**src/include/sdp_rdma_eg_defs.svh**
```systemverilog
// width macros for the post-processing read DMA egress stage
// included by the package and by every module that sizes a bus from them
`ifndef SDP_RDMA_EG_DEFS_SVH
`define SDP_RDMA_EG_DEFS_SVH

// atoms carried by one DMA read response
`define EG_ATOMS_PER_BEAT 4
// bytes per atom
`define EG_ATOM_BYTES 8
// atom width in bits
`define EG_ATOM_W (`EG_ATOM_BYTES * 8)
// response payload width
`define EG_DATA_W (`EG_ATOMS_PER_BEAT * `EG_ATOM_W)
// atom index inside a beat
`define EG_IDX_W 2
// popcount of a beat mask, 0..4
`define EG_POP_W 3

// context entry atom count field, stored minus one
`define EG_SIZE_W 15
// running count must reach size plus one
`define EG_CNT_W (`EG_SIZE_W + 1)
// per-layer atom total of one stream
`define EG_LAYER_W 24

`endif

```
**src/logic/sdp_rdma_eg_pkg.sv**
```systemverilog
// shared types of the egress stage plus the operand-use decode
// imported with a wildcard by every egress module
`include "sdp_rdma_eg_defs.svh"

package sdp_rdma_eg_pkg;

  // operand use, same encoding as the register field
  typedef enum logic [1:0] {
    EG_USE_MUL  = 2'd0,
    EG_USE_ALU  = 2'd1,
    EG_USE_BOTH = 2'd2
  } eg_use_e;

  typedef logic [`EG_ATOM_W-1:0] eg_atom_t;

  // register config, stable from op_load until done
  typedef struct packed {
    eg_use_e                 data_use;
    logic                    elem_size;   // 0 means 1 byte
    logic [`EG_LAYER_W-1:0]  layer_atoms;
  } eg_cfg_t;

  // context queue entry, atom count of the beat minus one
  typedef struct packed {
    logic [`EG_SIZE_W-1:0] size;
  } eg_ctx_t;

  // latency FIFO read word
  typedef struct packed {
    logic [`EG_ATOMS_PER_BEAT-1:0] mask;
    logic [`EG_DATA_W-1:0]         data;
  } eg_rsp_t;

  // one stream's share of a beat
  typedef struct packed {
    logic [`EG_ATOMS_PER_BEAT-1:0]     mask;
    eg_atom_t [`EG_ATOMS_PER_BEAT-1:0] atom;
  } eg_group_t;

  typedef struct packed {
    logic alu_en;
    logic mul_en;
    logic both;
  } eg_mode_t;

  // unknown use codes enable nothing
  function automatic eg_mode_t eg_decode(input eg_cfg_t cfg);
    eg_mode_t mode;
    mode.both   = (cfg.data_use == EG_USE_BOTH);
    mode.alu_en = (cfg.data_use == EG_USE_ALU) | mode.both;
    mode.mul_en = (cfg.data_use == EG_USE_MUL) | mode.both;
    return mode;
  endfunction

endpackage

```
**src/logic/eg_atom_serializer.sv**
```systemverilog
// one-group holding stage that emits its masked atoms one per cycle
// counts delivered atoms and flags the last atom of the layer
`timescale 1ns/1ps
`include "sdp_rdma_eg_defs.svh"

module eg_atom_serializer import sdp_rdma_eg_pkg::*; (
  input  logic                   nvdla_core_clk,
  input  logic                   nvdla_core_rstn,
  input  logic                   op_load,
  input  logic [`EG_LAYER_W-1:0] layer_atoms,
  input  eg_group_t              group,
  input  logic                   grp_valid,
  output logic                   grp_ready,
  output eg_atom_t               out_atom,
  output logic                   out_valid,
  input  logic                   out_ready,
  output logic                   layer_end
);

  eg_atom_t [`EG_ATOMS_PER_BEAT-1:0] hold_atom;
  logic [`EG_ATOMS_PER_BEAT-1:0]     pend_mask;
  logic [`EG_ATOMS_PER_BEAT-1:0]     cur_bit;
  logic [`EG_IDX_W-1:0]              cur_idx;
  logic                              last_atom;
  logic                              grp_fire;
  logic                              out_fire;
  logic [`EG_LAYER_W-1:0]            atom_cnt;
  logic [`EG_LAYER_W-1:0]            atom_cnt_nxt;

  // ======================================================================
  // holding register
  // ======================================================================
  // lowest pending atom goes first
  assign cur_bit = pend_mask & (~pend_mask + 1'b1);

  always_comb begin
    cur_idx = '0;
    for (int i = `EG_ATOMS_PER_BEAT - 1; i >= 0; i--) begin
      if (pend_mask[i]) begin
        cur_idx = i[`EG_IDX_W-1:0];
      end
    end
  end

  assign last_atom = ((pend_mask & ~cur_bit) == '0);
  assign out_valid = |pend_mask;
  assign out_atom  = hold_atom[cur_idx];
  assign out_fire  = out_valid & out_ready;

  // refill while the final atom leaves, no bubble between groups
  assign grp_ready = !out_valid | (out_ready & last_atom);
  assign grp_fire  = grp_valid & grp_ready;

  always_ff @(posedge nvdla_core_clk) begin
    if (grp_fire) begin
      hold_atom <= group.atom;
    end
  end

  // pending bits drain one per transfer
  always_ff @(posedge nvdla_core_clk or negedge nvdla_core_rstn) begin
    if (!nvdla_core_rstn) begin
      pend_mask <= '0;
    end else if (grp_fire) begin
      pend_mask <= group.mask;
    end else if (out_fire) begin
      pend_mask <= pend_mask & ~cur_bit;
    end
  end

  // ======================================================================
  // layer atom count
  // ======================================================================
  assign atom_cnt_nxt = atom_cnt + 1'b1;
  assign layer_end    = out_fire & (atom_cnt_nxt == layer_atoms);

  always_ff @(posedge nvdla_core_clk or negedge nvdla_core_rstn) begin
    if (!nvdla_core_rstn) begin
      atom_cnt <= '0;
    end else if (op_load | layer_end) begin
      atom_cnt <= '0;
    end else if (out_fire) begin
      atom_cnt <= atom_cnt_nxt;
    end
  end

  // an empty group would leave the splitter and serializer out of step
  a_group_not_empty: assert property (@(posedge nvdla_core_clk) disable iff (!nvdla_core_rstn)
    grp_fire |-> (|group.mask))
    else $error("serializer accepted a group with an empty mask");

endmodule

```
**src/logic/eg_beat_tracker.sv**
```systemverilog
// matches each DMA response against the head context entry
// pops the context queue on the entry's last beat and returns DMA credits
`timescale 1ns/1ps
`include "sdp_rdma_eg_defs.svh"

module eg_beat_tracker import sdp_rdma_eg_pkg::*; (
  input  logic                          nvdla_core_clk,
  input  logic                          nvdla_core_rstn,
  input  eg_ctx_t                       ctx,
  input  logic                          ctx_valid,
  output logic                          ctx_ready,
  input  logic [`EG_ATOMS_PER_BEAT-1:0] rsp_mask,
  input  logic                          rsp_valid,
  input  logic                          rsp_fire,
  output logic                          cdt_pop
);

  logic [`EG_POP_W-1:0] beat_atoms;
  logic [`EG_CNT_W-1:0] beat_count;
  logic [`EG_CNT_W-1:0] beat_count_nxt;
  logic [`EG_CNT_W-1:0] beat_size;
  logic                 is_last_beat;

  // ======================================================================
  // atom accounting
  // ======================================================================
  // popcount of the response mask
  always_comb begin
    beat_atoms = '0;
    for (int i = 0; i < `EG_ATOMS_PER_BEAT; i++) begin
      beat_atoms = beat_atoms + {{(`EG_POP_W-1){1'b0}}, rsp_mask[i]};
    end
  end

  assign beat_size      = {1'b0, ctx.size} + 1'b1;
  assign beat_count_nxt = beat_count + {{(`EG_CNT_W-`EG_POP_W){1'b0}}, beat_atoms};
  assign is_last_beat   = (beat_count_nxt == beat_size);

  // running count, restarts at each entry boundary
  always_ff @(posedge nvdla_core_clk or negedge nvdla_core_rstn) begin
    if (!nvdla_core_rstn) begin
      beat_count <= '0;
    end else if (rsp_fire) begin
      beat_count <= is_last_beat ? '0 : beat_count_nxt;
    end
  end

  // entry retires together with its final beat
  assign ctx_ready = rsp_fire & is_last_beat;
  // one credit back per accepted response
  assign cdt_pop   = rsp_fire;

  // context must already be queued when its data returns
  a_ctx_before_rsp: assert property (@(posedge nvdla_core_clk) disable iff (!nvdla_core_rstn)
    rsp_valid |-> ctx_valid)
    else $error("response valid without a context entry");

  // a beat may not carry atoms past the entry size
  a_no_overshoot: assert property (@(posedge nvdla_core_clk) disable iff (!nvdla_core_rstn)
    rsp_fire |-> (beat_count_nxt <= beat_size))
    else $error("beat atom count overshoots the context entry");

endmodule

```
**src/logic/eg_lane_split.sv**
```systemverilog
// splits each response into an ALU group and a MUL group by operand use
// both mode interleaves even and odd elements, single mode passes the beat
`timescale 1ns/1ps
`include "sdp_rdma_eg_defs.svh"

module eg_lane_split import sdp_rdma_eg_pkg::*; (
  input  eg_cfg_t   cfg,
  input  eg_rsp_t   rsp,
  input  logic      rsp_valid,
  output logic      rsp_ready,
  output logic      rsp_fire,
  output eg_group_t alu_group,
  output logic      alu_grp_valid,
  input  logic      alu_grp_ready,
  output eg_group_t mul_group,
  output logic      mul_grp_valid,
  input  logic      mul_grp_ready
);

  eg_mode_t                      mode;
  logic                          lanes_ready;
  logic [`EG_ATOMS_PER_BEAT-1:0] both_mask;

  // gathers one atom of even or odd elements from one half of the beat
  // wide picks 16-bit elements, otherwise bytes
  function automatic eg_atom_t interleave(input logic [`EG_DATA_W-1:0] data,
                                          input int half, input int odd, input logic wide);
    eg_atom_t atom;
    int       base;
    atom = '0;
    base = half * (`EG_DATA_W / 2);
    if (wide) begin
      for (int i = 0; i < `EG_ATOM_W / 16; i++) begin
        atom[16*i +: 16] = data[base + 32*i + 16*odd +: 16];
      end
    end else begin
      for (int i = 0; i < `EG_ATOM_W / 8; i++) begin
        atom[8*i +: 8] = data[base + 16*i + 8*odd +: 8];
      end
    end
    return atom;
  endfunction

  assign mode      = eg_decode(cfg);
  // halves of a beat become atoms 0 and 1 of each lane
  assign both_mask = {2'b00, rsp.mask[2], rsp.mask[0]};

  // ======================================================================
  // payload slicing
  // ======================================================================
  always_comb begin
    alu_group.atom = rsp.data;
    mul_group.atom = rsp.data;
    alu_group.mask = mode.both ? both_mask : rsp.mask;
    mul_group.mask = mode.both ? both_mask : rsp.mask;
    if (mode.both) begin
      // even elements to alu, odd to mul
      alu_group.atom[0] = interleave(rsp.data, 0, 0, cfg.elem_size);
      alu_group.atom[1] = interleave(rsp.data, 1, 0, cfg.elem_size);
      mul_group.atom[0] = interleave(rsp.data, 0, 1, cfg.elem_size);
      mul_group.atom[1] = interleave(rsp.data, 1, 1, cfg.elem_size);
    end
  end

  // ======================================================================
  // handshake join
  // ======================================================================
  // disabled lanes never hold the response back
  assign lanes_ready = (!mode.alu_en | alu_grp_ready) & (!mode.mul_en | mul_grp_ready);
  assign rsp_ready   = rsp_valid & (mode.alu_en | mode.mul_en) & lanes_ready;
  assign rsp_fire    = rsp_valid & rsp_ready;

  // both mode loads the two lanes in the same cycle
  assign alu_grp_valid = rsp_valid & mode.alu_en & (!mode.both | lanes_ready);
  assign mul_grp_valid = rsp_valid & mode.mul_en & (!mode.both | lanes_ready);

endmodule

```
**src/logic/eg_layer_done.sv**
```systemverilog
// collects layer completion of the alu and mul streams
// raises a one-cycle done once every enabled stream has finished
`timescale 1ns/1ps

module eg_layer_done import sdp_rdma_eg_pkg::*; (
  input  logic    nvdla_core_clk,
  input  logic    nvdla_core_rstn,
  input  logic    op_load,
  input  eg_cfg_t cfg,
  input  logic    alu_layer_end,
  input  logic    mul_layer_end,
  output logic    done
);

  eg_mode_t mode;
  logic     alu_fin;
  logic     mul_fin;
  logic     layer_done;

  assign mode       = eg_decode(cfg);
  assign layer_done = alu_fin & mul_fin;

  // disabled stream starts out finished
  always_ff @(posedge nvdla_core_clk or negedge nvdla_core_rstn) begin
    if (!nvdla_core_rstn) begin
      alu_fin <= 1'b0;
      mul_fin <= 1'b0;
    end else if (op_load) begin
      alu_fin <= !mode.alu_en;
      mul_fin <= !mode.mul_en;
    end else begin
      // end of a stream wins over the clear
      alu_fin <= alu_layer_end | (alu_fin & !layer_done);
      mul_fin <= mul_layer_end | (mul_fin & !layer_done);
    end
  end

  always_ff @(posedge nvdla_core_clk or negedge nvdla_core_rstn) begin
    if (!nvdla_core_rstn) begin
      done <= 1'b0;
    end else begin
      done <= layer_done;
    end
  end

endmodule

```
**src/logic/sdp_rdma_eg.sv**
```systemverilog
// egress stage of the post-processing read DMA
// latency FIFO data in, alu and mul atom streams out, done per layer
`timescale 1ns/1ps

module sdp_rdma_eg import sdp_rdma_eg_pkg::*; (
  input  logic      nvdla_core_clk,
  input  logic      nvdla_core_rstn,
  input  logic      op_load,
  input  eg_cfg_t   cfg,
  input  eg_ctx_t   ctx,
  input  logic      ctx_valid,
  output logic      ctx_ready,
  input  eg_rsp_t   rsp,
  input  logic      rsp_valid,
  output logic      rsp_ready,
  output logic      cdt_pop,
  output eg_atom_t  alu_atom,
  output logic      alu_valid,
  input  logic      alu_ready,
  output eg_atom_t  mul_atom,
  output logic      mul_valid,
  input  logic      mul_ready,
  output logic      done
);

  logic      rsp_fire;
  eg_group_t alu_group;
  logic      alu_grp_valid;
  logic      alu_grp_ready;
  eg_group_t mul_group;
  logic      mul_grp_valid;
  logic      mul_grp_ready;
  logic      alu_layer_end;
  logic      mul_layer_end;

  // ======================================================================
  // context match and credit return
  // ======================================================================
  eg_beat_tracker u_tracker (
    .nvdla_core_clk  (nvdla_core_clk),
    .nvdla_core_rstn (nvdla_core_rstn),
    .ctx             (ctx),
    .ctx_valid       (ctx_valid),
    .ctx_ready       (ctx_ready),
    .rsp_mask        (rsp.mask),
    .rsp_valid       (rsp_valid),
    .rsp_fire        (rsp_fire),
    .cdt_pop         (cdt_pop)
  );

  // lane slicing and ready join
  eg_lane_split u_split (
    .cfg           (cfg),
    .rsp           (rsp),
    .rsp_valid     (rsp_valid),
    .rsp_ready     (rsp_ready),
    .rsp_fire      (rsp_fire),
    .alu_group     (alu_group),
    .alu_grp_valid (alu_grp_valid),
    .alu_grp_ready (alu_grp_ready),
    .mul_group     (mul_group),
    .mul_grp_valid (mul_grp_valid),
    .mul_grp_ready (mul_grp_ready)
  );

  // ======================================================================
  // per-stream serializers
  // ======================================================================
  eg_atom_serializer u_alu (
    .nvdla_core_clk  (nvdla_core_clk),
    .nvdla_core_rstn (nvdla_core_rstn),
    .op_load         (op_load),
    .layer_atoms     (cfg.layer_atoms),
    .group           (alu_group),
    .grp_valid       (alu_grp_valid),
    .grp_ready       (alu_grp_ready),
    .out_atom        (alu_atom),
    .out_valid       (alu_valid),
    .out_ready       (alu_ready),
    .layer_end       (alu_layer_end)
  );

  eg_atom_serializer u_mul (
    .nvdla_core_clk  (nvdla_core_clk),
    .nvdla_core_rstn (nvdla_core_rstn),
    .op_load         (op_load),
    .layer_atoms     (cfg.layer_atoms),
    .group           (mul_group),
    .grp_valid       (mul_grp_valid),
    .grp_ready       (mul_grp_ready),
    .out_atom        (mul_atom),
    .out_valid       (mul_valid),
    .out_ready       (mul_ready),
    .layer_end       (mul_layer_end)
  );

  // layer completion
  eg_layer_done u_done (
    .nvdla_core_clk  (nvdla_core_clk),
    .nvdla_core_rstn (nvdla_core_rstn),
    .op_load         (op_load),
    .cfg             (cfg),
    .alu_layer_end   (alu_layer_end),
    .mul_layer_end   (mul_layer_end),
    .done            (done)
  );

endmodule

```
**config.mk**
```make
export PLATFORM = sky130hd
export DESIGN_NAME = sdp_rdma_eg
export DESIGN_NICKNAME = d
export VERILOG_FILES = /design/src/logic/sdp_rdma_eg_pkg.sv /design/src/logic/eg_atom_serializer.sv /design/src/logic/eg_beat_tracker.sv /design/src/logic/eg_lane_split.sv /design/src/logic/eg_layer_done.sv /design/src/logic/sdp_rdma_eg.sv
export VERILOG_INCLUDE_DIRS = /design/src /design/src/include
export SDC_FILE = /design/constraint.sdc
export NUM_CORES = 1
export LEC_CHECK = 0
export BUFFER_PORTS_ARGS = -buffer_cell sky130_fd_sc_hd__buf_2
export CAP_MARGIN = 40
export CORE_MARGIN = 10
export CORE_UTILIZATION = 50
export CTS_CLUSTER_SIZE = 12
export DETAILED_ROUTE_END_ITERATION = 10
export PLACE_DENSITY = 0.72
export SYNTH_ARGS = -nofsm -noshare
export SYNTH_HDL_FRONTEND = slang
export SYNTH_SLANG_ARGS = --single-unit
```
**constraint.sdc**
```tcl
create_clock -name nvdla_core_clk -period 19.48 [get_ports nvdla_core_clk]
set_input_delay 3.896 -clock nvdla_core_clk [delete_from_list [all_inputs] [get_ports nvdla_core_clk]]
set_output_delay 3.896 -clock nvdla_core_clk [all_outputs]
set_load 0.01 [all_outputs]
```
== Word-level counts from Yosys, hierarchy flattened ==
Cells that the tools add are included.

* Bits in registers: 587
* Input bits: 309
* Output and inout port bits: 134
* Logic and storage cells: 117

* Add/sub/neg operators: 9
* $lt $le $gt $ge: 2
* Equality and inequality tests: 5
* Multiplexer cells: 30
* Bitwise logic cells: 40
* Reductions and logical operators: 15

{| class="wikitable"
|+ Operators by type and width
! cell !! number
|-
| $bmux 64 s2 || 2
|-
| $mux 128 || 2
|-
| $mux 64 || 4
|-
| $mux 56 || 2
|-
| $mux 24 || 4
|-
| $add 24x1->24 const B || 2
|-
| $eq 24x24->1 || 2
|-
| $and 1x1->1 || 20
|-
| $mux 4 || 5
|-
| $add 15x1->16 const B || 1
|-
| $add 16x3->16 || 1
|-
| $and 4x4->4 || 4
|-
| $eq 16x16->1 || 1
|-
| $mux 16 || 1
|-
| $mux 2 || 8
|-
| $not 4->4 || 4
|-
| $or 1x1->1 || 12
|-
| $add 4x1->4 const B || 2
|-
| $logic_not 4->1 || 2
|-
| $reduce_bool 2->1 || 4
|-
| $reduce_or 4->1 || 2
|-
| $add 3x1->3 || 2
|-
| $logic_not 1->1 || 6
|-
| $lt 2x3->1 const B || 2
|-
| 5 further kinds || 6
|}

== Longest topological paths before layout ==
Gate-level depths: netlist (run 1).

* Word-level depth: 14
* Depth in mapped cells: 15
* Gate-level depth less buffers: 14

== By module ==
From an unflattened synthesis (run 1), not the netlist that was laid out.

* Cells, all modules: 2231
* Area, all modules: 31260.0 µm²

{| class="wikitable"
|+ Modules (own cells, without submodules)
! module !! instances !! cells an instance !! area each (µm²) !! seq. area each (µm²)
|-
| eg_atom_serializer at u_alu || 1 || 606 || 11448.5 || 8388.0
|-
| eg_atom_serializer at u_mul || 1 || 587 || 11362.1 || 8388.0
|-
| eg_lane_split || 1 || 834 || 6680.2 || 0.0
|-
| eg_beat_tracker || 1 || 190 || 1616.6 || 400.4
|-
| eg_layer_done || 1 || 14 || 152.6 || 75.1
|}

== Worst setup path before layout (run 1) ==
Ideal clock, no wire load.

* Path kind: input to register
* Start point: input alu_ready
* End point: register u_alu.pend_mask[0]
* Library setup time: 0.175 ns
* Arrival: 24.688 ns
* Required time: 19.305 ns
* Setup slack: -5.383 ns
* Cell stages on the path: 7
* Path buffers: 0
* Cells stage by stage: inv_1 maj3_1 o22a_1 o32ai_1 and3_1 a21boi_0 a22o_1

* Word-level cells in the longest chain between the ends: 8
* Elaborated cells between the ends (all ways): 10

{| class="wikitable"
|+ RTL lines
! what !! line !! text
|-
| from (decl) || sdp_rdma_eg.sv:19 || <nowiki>input logic alu_ready,</nowiki>
|-
| $and 1x1->1 (*) || eg_atom_serializer.sv:51 || <nowiki>assign grp_ready = !out_valid | (out_ready & last_atom);</nowiki>
|-
| $or 1x1->1 (*) || eg_atom_serializer.sv:51 ||
|-
| $or 1x1->1 || eg_lane_split.sv:69 || <nowiki>assign lanes_ready = (!mode.alu_en | alu_grp_ready) & (!mode.mul_en | mul_grp_ready);</nowiki>
|-
| $and 1x1->1 || eg_lane_split.sv:69 ||
|-
| $or 1x1->1 || eg_lane_split.sv:74 || <nowiki>assign alu_grp_valid = rsp_valid & mode.alu_en & (!mode.both | lanes_ready);</nowiki>
|-
| $and 1x1->1 || eg_lane_split.sv:74 ||
|-
| $and 1x1->1 (*) || eg_atom_serializer.sv:52 || <nowiki>assign grp_fire = grp_valid & grp_ready;</nowiki>
|-
| net u_alu.grp_fire || eg_atom_serializer.sv:25 || <nowiki>logic grp_fire;</nowiki>
|-
| $mux 4 or $reduce_bool 2->1 (tied branches) || -- ||
|-
| to (signal assigned) || eg_atom_serializer.sv:65 || <nowiki>pend_mask <= group.mask;</nowiki>
|-
| to (signal assigned) || eg_atom_serializer.sv:67 || <nowiki>pend_mask <= pend_mask & ~cur_bit;</nowiki>
|-
| to (decl) || eg_atom_serializer.sv:21 || <nowiki>logic [`EG_ATOMS_PER_BEAT-1:0] pend_mask;</nowiki>
|}

Mark *: on every way through the listed nets, which the timed path passes. The rest lies on a longest branch.
A chain may end at the register's enable or synchronous reset.

== Worst setup path after layout (run 1) ==
* Start point: input rsp[256] in the netlist's numbering
* End point: output ctx_ready

* Word-level cells in the longest chain between the ends: 6

{| class="wikitable"
|+ RTL lines
! what !! line !! text
|-
| from (decl) || sdp_rdma_eg.sv:13 || <nowiki>input eg_rsp_t rsp,</nowiki>
|-
| $add 1x1->2 || eg_beat_tracker.sv:31 || <nowiki>beat_atoms = beat_atoms + {{(`EG_POP_W-1){1'b0}}, rsp_mask[i]};</nowiki>
|-
| $add 3x1->3 (2 in a row) || eg_beat_tracker.sv:31 ||
|-
| $add 16x3->16 || eg_beat_tracker.sv:36 || <nowiki>assign beat_count_nxt = beat_count + {{(`EG_CNT_W-`EG_POP_W){1'b0}}, beat_atoms};</nowiki>
|-
| $eq 16x16->1 || eg_beat_tracker.sv:37 || <nowiki>assign is_last_beat = (beat_count_nxt == beat_size);</nowiki>
|-
| $and 1x1->1 || eg_beat_tracker.sv:49 || <nowiki>assign ctx_ready = rsp_fire & is_last_beat;</nowiki>
|-
| to (decl) || sdp_rdma_eg.sv:12 || <nowiki>output logic ctx_ready,</nowiki>
|}

No other way between the ends.

==> results of run 1 <==
-- power by group through the flow --
stage	sequential (mW)	clock [mW]	combinational (mW)
after floorplan	1.61	0	0.525
after global placement	1.57	0	0.865
after detailed placement	1.58	0	0.889
after CTS	1.55	1.20	0.892
after global routing	1.56	1.25	0.943
final	1.55	1.18	0.881
-- per-layer routing --
metal | wire (um) | GRT usage [%] | vias up
met2 | 39400 | 37.4 | 926
met3 | 8110 | 7.08 | 142
met1 | 35800 | 34.6 | 9796
li1 | - | - | 8465
met5 | 94 | 0 | -
met4 | 2590 | 8.90 | 14
-- synthesized netlist by cell type (11+ instances only) --
library cell | n | area (um2)
sky130_fd_sc_hd__a21oi_1 | 155 | 776
sky130_fd_sc_hd__and3_1 | 11 | 68.8
sky130_fd_sc_hd__buf_1 | 29 | 109
sky130_fd_sc_hd__clkbuf_1 | 73 | 274
sky130_fd_sc_hd__dfrtp_1 | 75 | 1880
sky130_fd_sc_hd__edfxtp_1 | 512 | 15400
sky130_fd_sc_hd__ha_1 | 11 | 138
sky130_fd_sc_hd__inv_1 | 28 | 105
sky130_fd_sc_hd__mux2_2 | 131 | 1480
sky130_fd_sc_hd__mux2i_1 | 124 | 1240
sky130_fd_sc_hd__mux4_2 | 128 | 2880
sky130_fd_sc_hd__nand2_1 | 69 | 259
sky130_fd_sc_hd__nand3_1 | 38 | 190
sky130_fd_sc_hd__nand4_1 | 26 | 163
sky130_fd_sc_hd__nor2_1 | 217 | 815
sky130_fd_sc_hd__nor3_1 | 25 | 125
sky130_fd_sc_hd__o21ai_0 | 19 | 95.1
sky130_fd_sc_hd__xnor2_1 | 84 | 736
sky130_fd_sc_hd__xor2_1 | 55 | 482
-- flip-flops by register name (all words and copies together), names as in the netlist --
name / flops
u_done.alu_fin: 1
u_mul.hold_atom: 256
u_alu.hold_atom: 256
u_mul.atom_cnt: 24
u_alu.pend_mask: 4
u_mul.pend_mask: 4
u_tracker.beat_count: 16
u_done.done: 1
u_done.mul_fin: 1
u_alu.atom_cnt: 24
-- worst max-delay path, stage by stage --
cell                      delay (ps)
sky130_fd_sc_hd__buf_2           130
sky130_fd_sc_hd__ha_1            290
sky130_fd_sc_hd__inv_1            70
sky130_fd_sc_hd__fa_1            410
sky130_fd_sc_hd__inv_1            80
sky130_fd_sc_hd__ha_1            190
sky130_fd_sc_hd__inv_1            70
sky130_fd_sc_hd__fa_1            400
sky130_fd_sc_hd__nor2b_1         310
sky130_fd_sc_hd__o21ai_0         270
sky130_fd_sc_hd__nor3_1          290
sky130_fd_sc_hd__xnor2_1         110
sky130_fd_sc_hd__or4b_2          630
sky130_fd_sc_hd__a22oi_2         730
sky130_fd_sc_hd__and3_1          280
sky130_fd_sc_hd__buf_2           150
-- layout make-up --
class                           instances  area [um2]
Timing Repair Buffer                  464        2520
Clock inverter                         32         282
Antenna cell                           21        52.6
Sequential cell                       587       17300
Multi-Input combinational cell       1239       10800
Clock buffer                           82        1730
Inverter                               28         105
Fill cell                            4377       22800
Tap cell                              756         946
-- metrics by stage --
step           hold slack [ps]  cells
5_1_grt                    517   3206
3_5_place_dp               476   3074
2_1_floorplan              454   1969
4_1_cts                    494   3188
6_report                   494   3209
3_3_place_gp               474   3066
-- worst paths after layout --
kind	start	end
setup / recovery	rsp[256]	ctx_ready
hold / removal	u_done.mul_fin	u_done.done
setup reg to reg	u_alu.pend_mask[3]	u_alu.hold_atom[233]
hold reg to reg	u_done.mul_fin	u_done.done
max in group asynchronous	nvdla_core_rstn	u_mul.atom_cnt[11]
min in group asynchronous	nvdla_core_rstn	u_tracker.beat_count[14]
-- kinds of logic (layout without fill, tap and decap cells) --
group	after synthesis	after routing	synth area share [%]
simple gates	459	459	7.59
other cells	0	21	0
xor+xnor	142	142	4.50
buf+inv	143	606	2.03
fa+ha+maj	16	16	0.727
mux	383	383	19.6
flops	587	587	60.4
compound gates	239	239	5.12
==> impl_metrics.csv, run 1 <==
group,metric,value,unit
floorplanning,core_region_area,56500,um2
floorplanning,dieArea,67100,um2
pwr,combinationalPowerShare,24.4,%
critical_path,worstPathMaxFanout,17,
pwr,power.share.switching,29.5,%
clock_network,clock_latency,620,ps
clock_network,cts_tree,"yes",
yosys,synthCells,1969,
timing,post-route-min-period,12200,ps
clock_network,number_of_clock_sinks,587,
floorplanning,die_w,259,um
pwr,power.internal,2.55,mW
clock_network,cts_max_level,3,
route,antenna_violating_nets_post_route,0,
grt,grt_overflow,0,
yosys,most_instantiated_flip_flop_cell_in_the_synthesis_netlist,"sky130_fd_sc_hd__edfxtp_1",
layout,postLayoutCoreUtil,59.6,%
pwr,p_per_area,107,nW/um2
min_path,min_path_cells,1,
min_path,timing.hold.worst.class,"flop to flop",
timing,setup_violation_total_in_the_final_timing_report,0,
clock_network,post_cts.resized_instances,0,
timing,setup_ws,7280,ps
placed_design,place_worst_setup_slack,7290,ps
route,detailedRoute.firstPassIterationCount,5,
timing,hold_viol_final,0,
clock_network,cts.clk_slew.worst_paths,60,ps
layout,layout_area_overhead,17.9,%
route,num_vias,19300,
timing,slew-limit-headroom,12.2,%
layout,layout.nets,2708,
clock_network,post-cts-setup-buffers,0,
job,max_cap_viol_count,0,
timing,fmaxAchievable,0.0820,GHz
grt,antenna_violations_before_repair,31,
grt,grt_usage,25.0,%
timing,min_period_over_period,62.6,%
critical_path,reg2reg_setup_slack,15680,ps
layout,commonest_non_fill_non_tap_cell_in_the_layout,"sky130_fd_sc_hd__edfxtp_1",
placed_design,placed_area,31600,um2
yosys,syn-mean-instance-area,14.5,um2
clock_network,tritoncts.num_buffers,66,
route,drtIter0Drc,1913,
pwr,power.ir.vdd_worst,0.0996,mV
critical_path,worst_setup_path_start_kind,"input port",
yosys,synth.yosys.seq_area_share,60.4,%
yosys,yosys_warning_count,0,
floorplanning,row_count,87,
clock_network,cts_hold_buffers,0,
timing,setup_tns_final,0,ps
layout,final_cell_mix,"sky130_fd_sc_hd__edfxtp_1, sky130_fd_sc_hd__buf_2, sky130_fd_sc_hd__nor2_1",
timing,rsz0062_at_grt,"no",
status,status,"complete, no violations",
route,post_drt_wl_per_cell,26.8,um
floorplanning,die_h,259,um
critical_path,worstPathArrival,8300,ps
floorplanning,boundaryPins,443,
yosys,synthDistinctLibCells,82,
placed_design,port-buffer-count,441,
grt,pin_count_of_the_biggest_net_entering_global_routing,201,
pwr,proportion_of_power_drawn_by_the_clock_network,32.6,%
pwr,power_switching,1.07,mW
floorplanning,floorplan.initialDensity,50.5,%
yosys,synth_nets,2291,
layout,drive_above_1_share,34.6,%
yosys,postSynthRegisterBits,587,
route,post_route_drc,0,
route,drt-vias-per-instance,6.03,
critical_path,worstPathRequired,15580,ps
clock_network,clockRootBuffer,"sky130_fd_sc_hd__clkbuf_16",
grt,grt_pass1_vias,19700,
yosys,postSynth.asyncResetShare,12.8,%
placed_design,gpl.final_weighted_congestion,0.918,
critical_path,reg2reg_depth,7,
pwr,design_power_total,3.61,mW
timing,fin_skew,37.6,ps
pwr,total_leakage_power,12.5,nW
layout,post_layout_instance_area,33700,um2
pwr,power.share.sequential,43.0,%
yosys,synth_enable_flop_cells,512,
clock_network,cts-root-to-sink-buffers,3,
grt,grt_pass1_wl,126000,um
critical_path,end_kind,"output pin",
route,postRouteWirelength,86000,um
timing,worstMarginPinSlew,1320,ps
placed_design,dpl.hpwl,61500,um
timing,drv_slew,0,
critical_path,critical_path_class,"input port to output pin",
yosys,synthesized_cell_area,28600,um2
Power figures use the tool's default switching activity.
==> run 2: changes to the inputs <==
==> constraint.sdc (replaced) <==
create_clock -name nvdla_core_clk -period 11.2 [get_ports nvdla_core_clk]
set_input_delay 2.24 -clock nvdla_core_clk [delete_from_list [all_inputs] [get_ports nvdla_core_clk]]
set_output_delay 2.24 -clock nvdla_core_clk [all_outputs]
set_load 0.01 [all_outputs]
==> impl_metrics.csv, run 2 (synthesis gave the netlist of run 1 again) <==
group,metric,value,unit
grt,grt_pass1_wl,125000,um
placed_design,place_worst_setup_slack,2470,ps
timing,worstMarginPinSlew,1260,ps
pwr,power.share.sequential,42.5,%
pwr,p_per_area,188,nW/um2
timing,holdWs,535,ps
clock_network,cts_hold_buffers,0,
floorplanning,row_count,87,
pwr,power.share.switching,28.9,%
placed_design,dpl.hpwl,61700,um
critical_path,max_stage_delay,740,ps
route,antenna_violating_nets_post_route,0,
layout,layout.cells.non_filler,3213,
route,postRouteWirelength,85800,um
clock_network,clockRootBuffer,"sky130_fd_sc_hd__clkbuf_16",
critical_path,worstPathMaxFanout,17,
pwr,power.internal,4.51,mW
timing,setup_ws,2430,ps
critical_path,critical_path_class,"input port to output pin",
layout,postLayoutCoreUtil,59.8,%
timing,fin_skew,22.5,ps
critical_path,critical-path-slowest-cell,"sky130_fd_sc_hd__a22oi_2",
critical_path,reg2reg_setup_slack,7450,ps
floorplanning,dieArea,67100,um2
route,num_vias,19400,
layout,final_cell_mix,"sky130_fd_sc_hd__edfxtp_1, sky130_fd_sc_hd__buf_2, sky130_fd_sc_hd__nor2_1",
critical_path,end_kind,"output pin",
timing,setup_tns_final,0,ps
grt,pin_count_of_the_biggest_net_entering_global_routing,203,
timing,drv_slew,0,
clock_network,cts_max_level,3,
route,drt-vias-per-instance,6.04,
layout,drive_above_1_share,34.8,%
route,drtIter0Drc,2226,
route,post_drt_wl_per_cell,26.7,um
critical_path,crit_path_cell_trace,"buf_2, ha_1, inv_1, fa_1, inv_1, ha_1, inv_1, fa_1, nor2b_1, o21ai_0, nor3_1, xnor2_1, or4b_2, a22oi_2, and3_1, buf_2",
pwr,power.ir.vdd_worst,0.135,mV
layout,commonest_non_fill_non_tap_cell_in_the_layout,"sky130_fd_sc_hd__edfxtp_1",
timing,post-route-min-period,8770,ps
pwr,design_power_total,6.35,mW
critical_path,worstPathArrival,6530,ps
grt,grt_usage,24.9,%
timing,min_period_over_period,78.3,%
layout,layout_area_overhead,18.3,%
clock_network,cts.clk_slew.worst_paths,60,ps
clock_network,clock_latency,600,ps
min_path,hold_path_startpoint,"u_done.mul_fin",
critical_path,worstPathRequired,8960,ps
timing,rsz0062_at_grt,"no",
layout,post_layout_instance_area,33800,um2
route,detailedRoute.firstPassIterationCount,6,
status,status,"complete, no violations",
floorplanning,boundaryPins,443,
clock_network,post_cts.resized_instances,0,
job,max_cap_viol_count,0,
critical_path,worst_setup_path_start_kind,"input port",
floorplanning,floorplan.initialDensity,50.5,%
grt,grt_pass1_vias,19400,
critical_path,worst_r2r_endpoint,"u_mul.hold_atom[125]",
placed_design,port-buffer-count,441,
min_path,timing.hold.worst.class,"flop to flop",
placed_design,gpl.final_weighted_congestion,0.933,
clock_network,tritoncts.num_buffers,66,
layout,layout.nets,2712,
pwr,proportion_of_power_drawn_by_the_clock_network,33.4,%
pwr,combinationalPowerShare,24.1,%
timing,slew-limit-headroom,16.0,%
pwr,power_switching,1.84,mW
floorplanning,die_w,259,um
min_path,min_path_cells,1,
critical_path,reg2reg_depth,6,
clock_network,number_of_clock_sinks,587,
grt,antenna_violations_before_repair,26,
floorplanning,die_h,259,um
placed_design,placed_area,31600,um2
min_path,min_to,"u_done.done",
timing,hold_viol_final,0,
route,post_route_drc,0,
critical_path,path_common_cell,"sky130_fd_sc_hd__inv_1",
clock_network,cts_tree,"yes",
critical_path,critical_path.reg2reg.startpoint,"u_mul.pend_mask[3]",
timing,fmaxAchievable,0.114,GHz
placed_design,dpl.cell_count,3078,
floorplanning,core_region_area,56500,um2
layout,biggestRegsByFlops,"u_alu.hold_atom x256, u_mul.hold_atom x256",
timing,setup_violation_total_in_the_final_timing_report,0,
pwr,total_leakage_power,12.6,nW
grt,grt_overflow,0,
clock_network,cts-root-to-sink-buffers,3,
clock_network,post-cts-setup-buffers,0,
[run 2: cell count changes in the layout (fill, tap and decap cells not counted), moves of 2 or more]
| cell | before | now |
|---|---|---|
| sky130_fd_sc_hd__clkinvlp_4 | 1 | 3 |
| sky130_fd_sc_hd__buf_4 | 12 | 19 |
| sky130_fd_sc_hd__buf_16 | 2 | 6 |
| sky130_fd_sc_hd__clkbuf_16 | 66 | 68 |
| sky130_fd_sc_hd__clkinv_4 | 0 | 2 |
| sky130_fd_sc_hd__clkbuf_1 | 14 | 17 |
| sky130_fd_sc_hd__buf_12 | 7 | 1 |
| sky130_fd_sc_hd__diode_2 | 21 | 23 |
| sky130_fd_sc_hd__clkinv_1 | 13 | 7 |
| sky130_fd_sc_hd__clkinv_2 | 9 | 4 |
| sky130_fd_sc_hd__bufinv_16 | 2 | 5 |
[run 2: critical path: cells and delay by family]
kind	cells	cell delay, ps
adder cells (fa/ha/maj)	4	1300
AND/OR/NAND/NOR	4	1410
AO/OA/AOI/OAI	2	960
buffers and inverters	5	490
XOR/XNOR	1	110
[run 2: per-layer routing]
layer / track usage (%) / up-vias / wire (um)
met5: 0 / - / 35
met4: 10.9 / 6 / 3170
met3: 6.14 / 162 / 8370
met2: 36.3 / 980 / 38700
met1: 35.1 / 9807 / 35500
li1: - / 8463 / -
[run 2: area by class of cell]
type	count	area, um2
multi-input cells	1239	10800
clock inverters	26	299
fillers	4425	22700
repair buffers	468	2550
diodes	23	57.6
well taps	756	946
inverters	28	105
flip-flops and latches	587	17300
clock buffers	86	1780
[run 2: worst max path at each step]
stage | slack, ps | from | to
floorplan | 220 | mul_ready | u_mul.pend_mask[3]
global placement | 2500 | rsp[256] | ctx_ready
detailed placement | 2470 | rsp[256] | ctx_ready
CTS | 2470 | rsp[256] | ctx_ready
global route | 2140 | rsp[256] | ctx_ready
finish | 2430 | rsp[256] | ctx_ready
[run 2: power by group through the flow]
stage	combinational [mW]	sequential (mW)	clock (mW)
floorplan	0.913	2.77	0
global placement	1.51	2.73	0
detailed placement	1.54	2.74	0
CTS	1.55	2.70	2.15
global route	1.63	2.71	2.24
finish	1.53	2.70	2.12
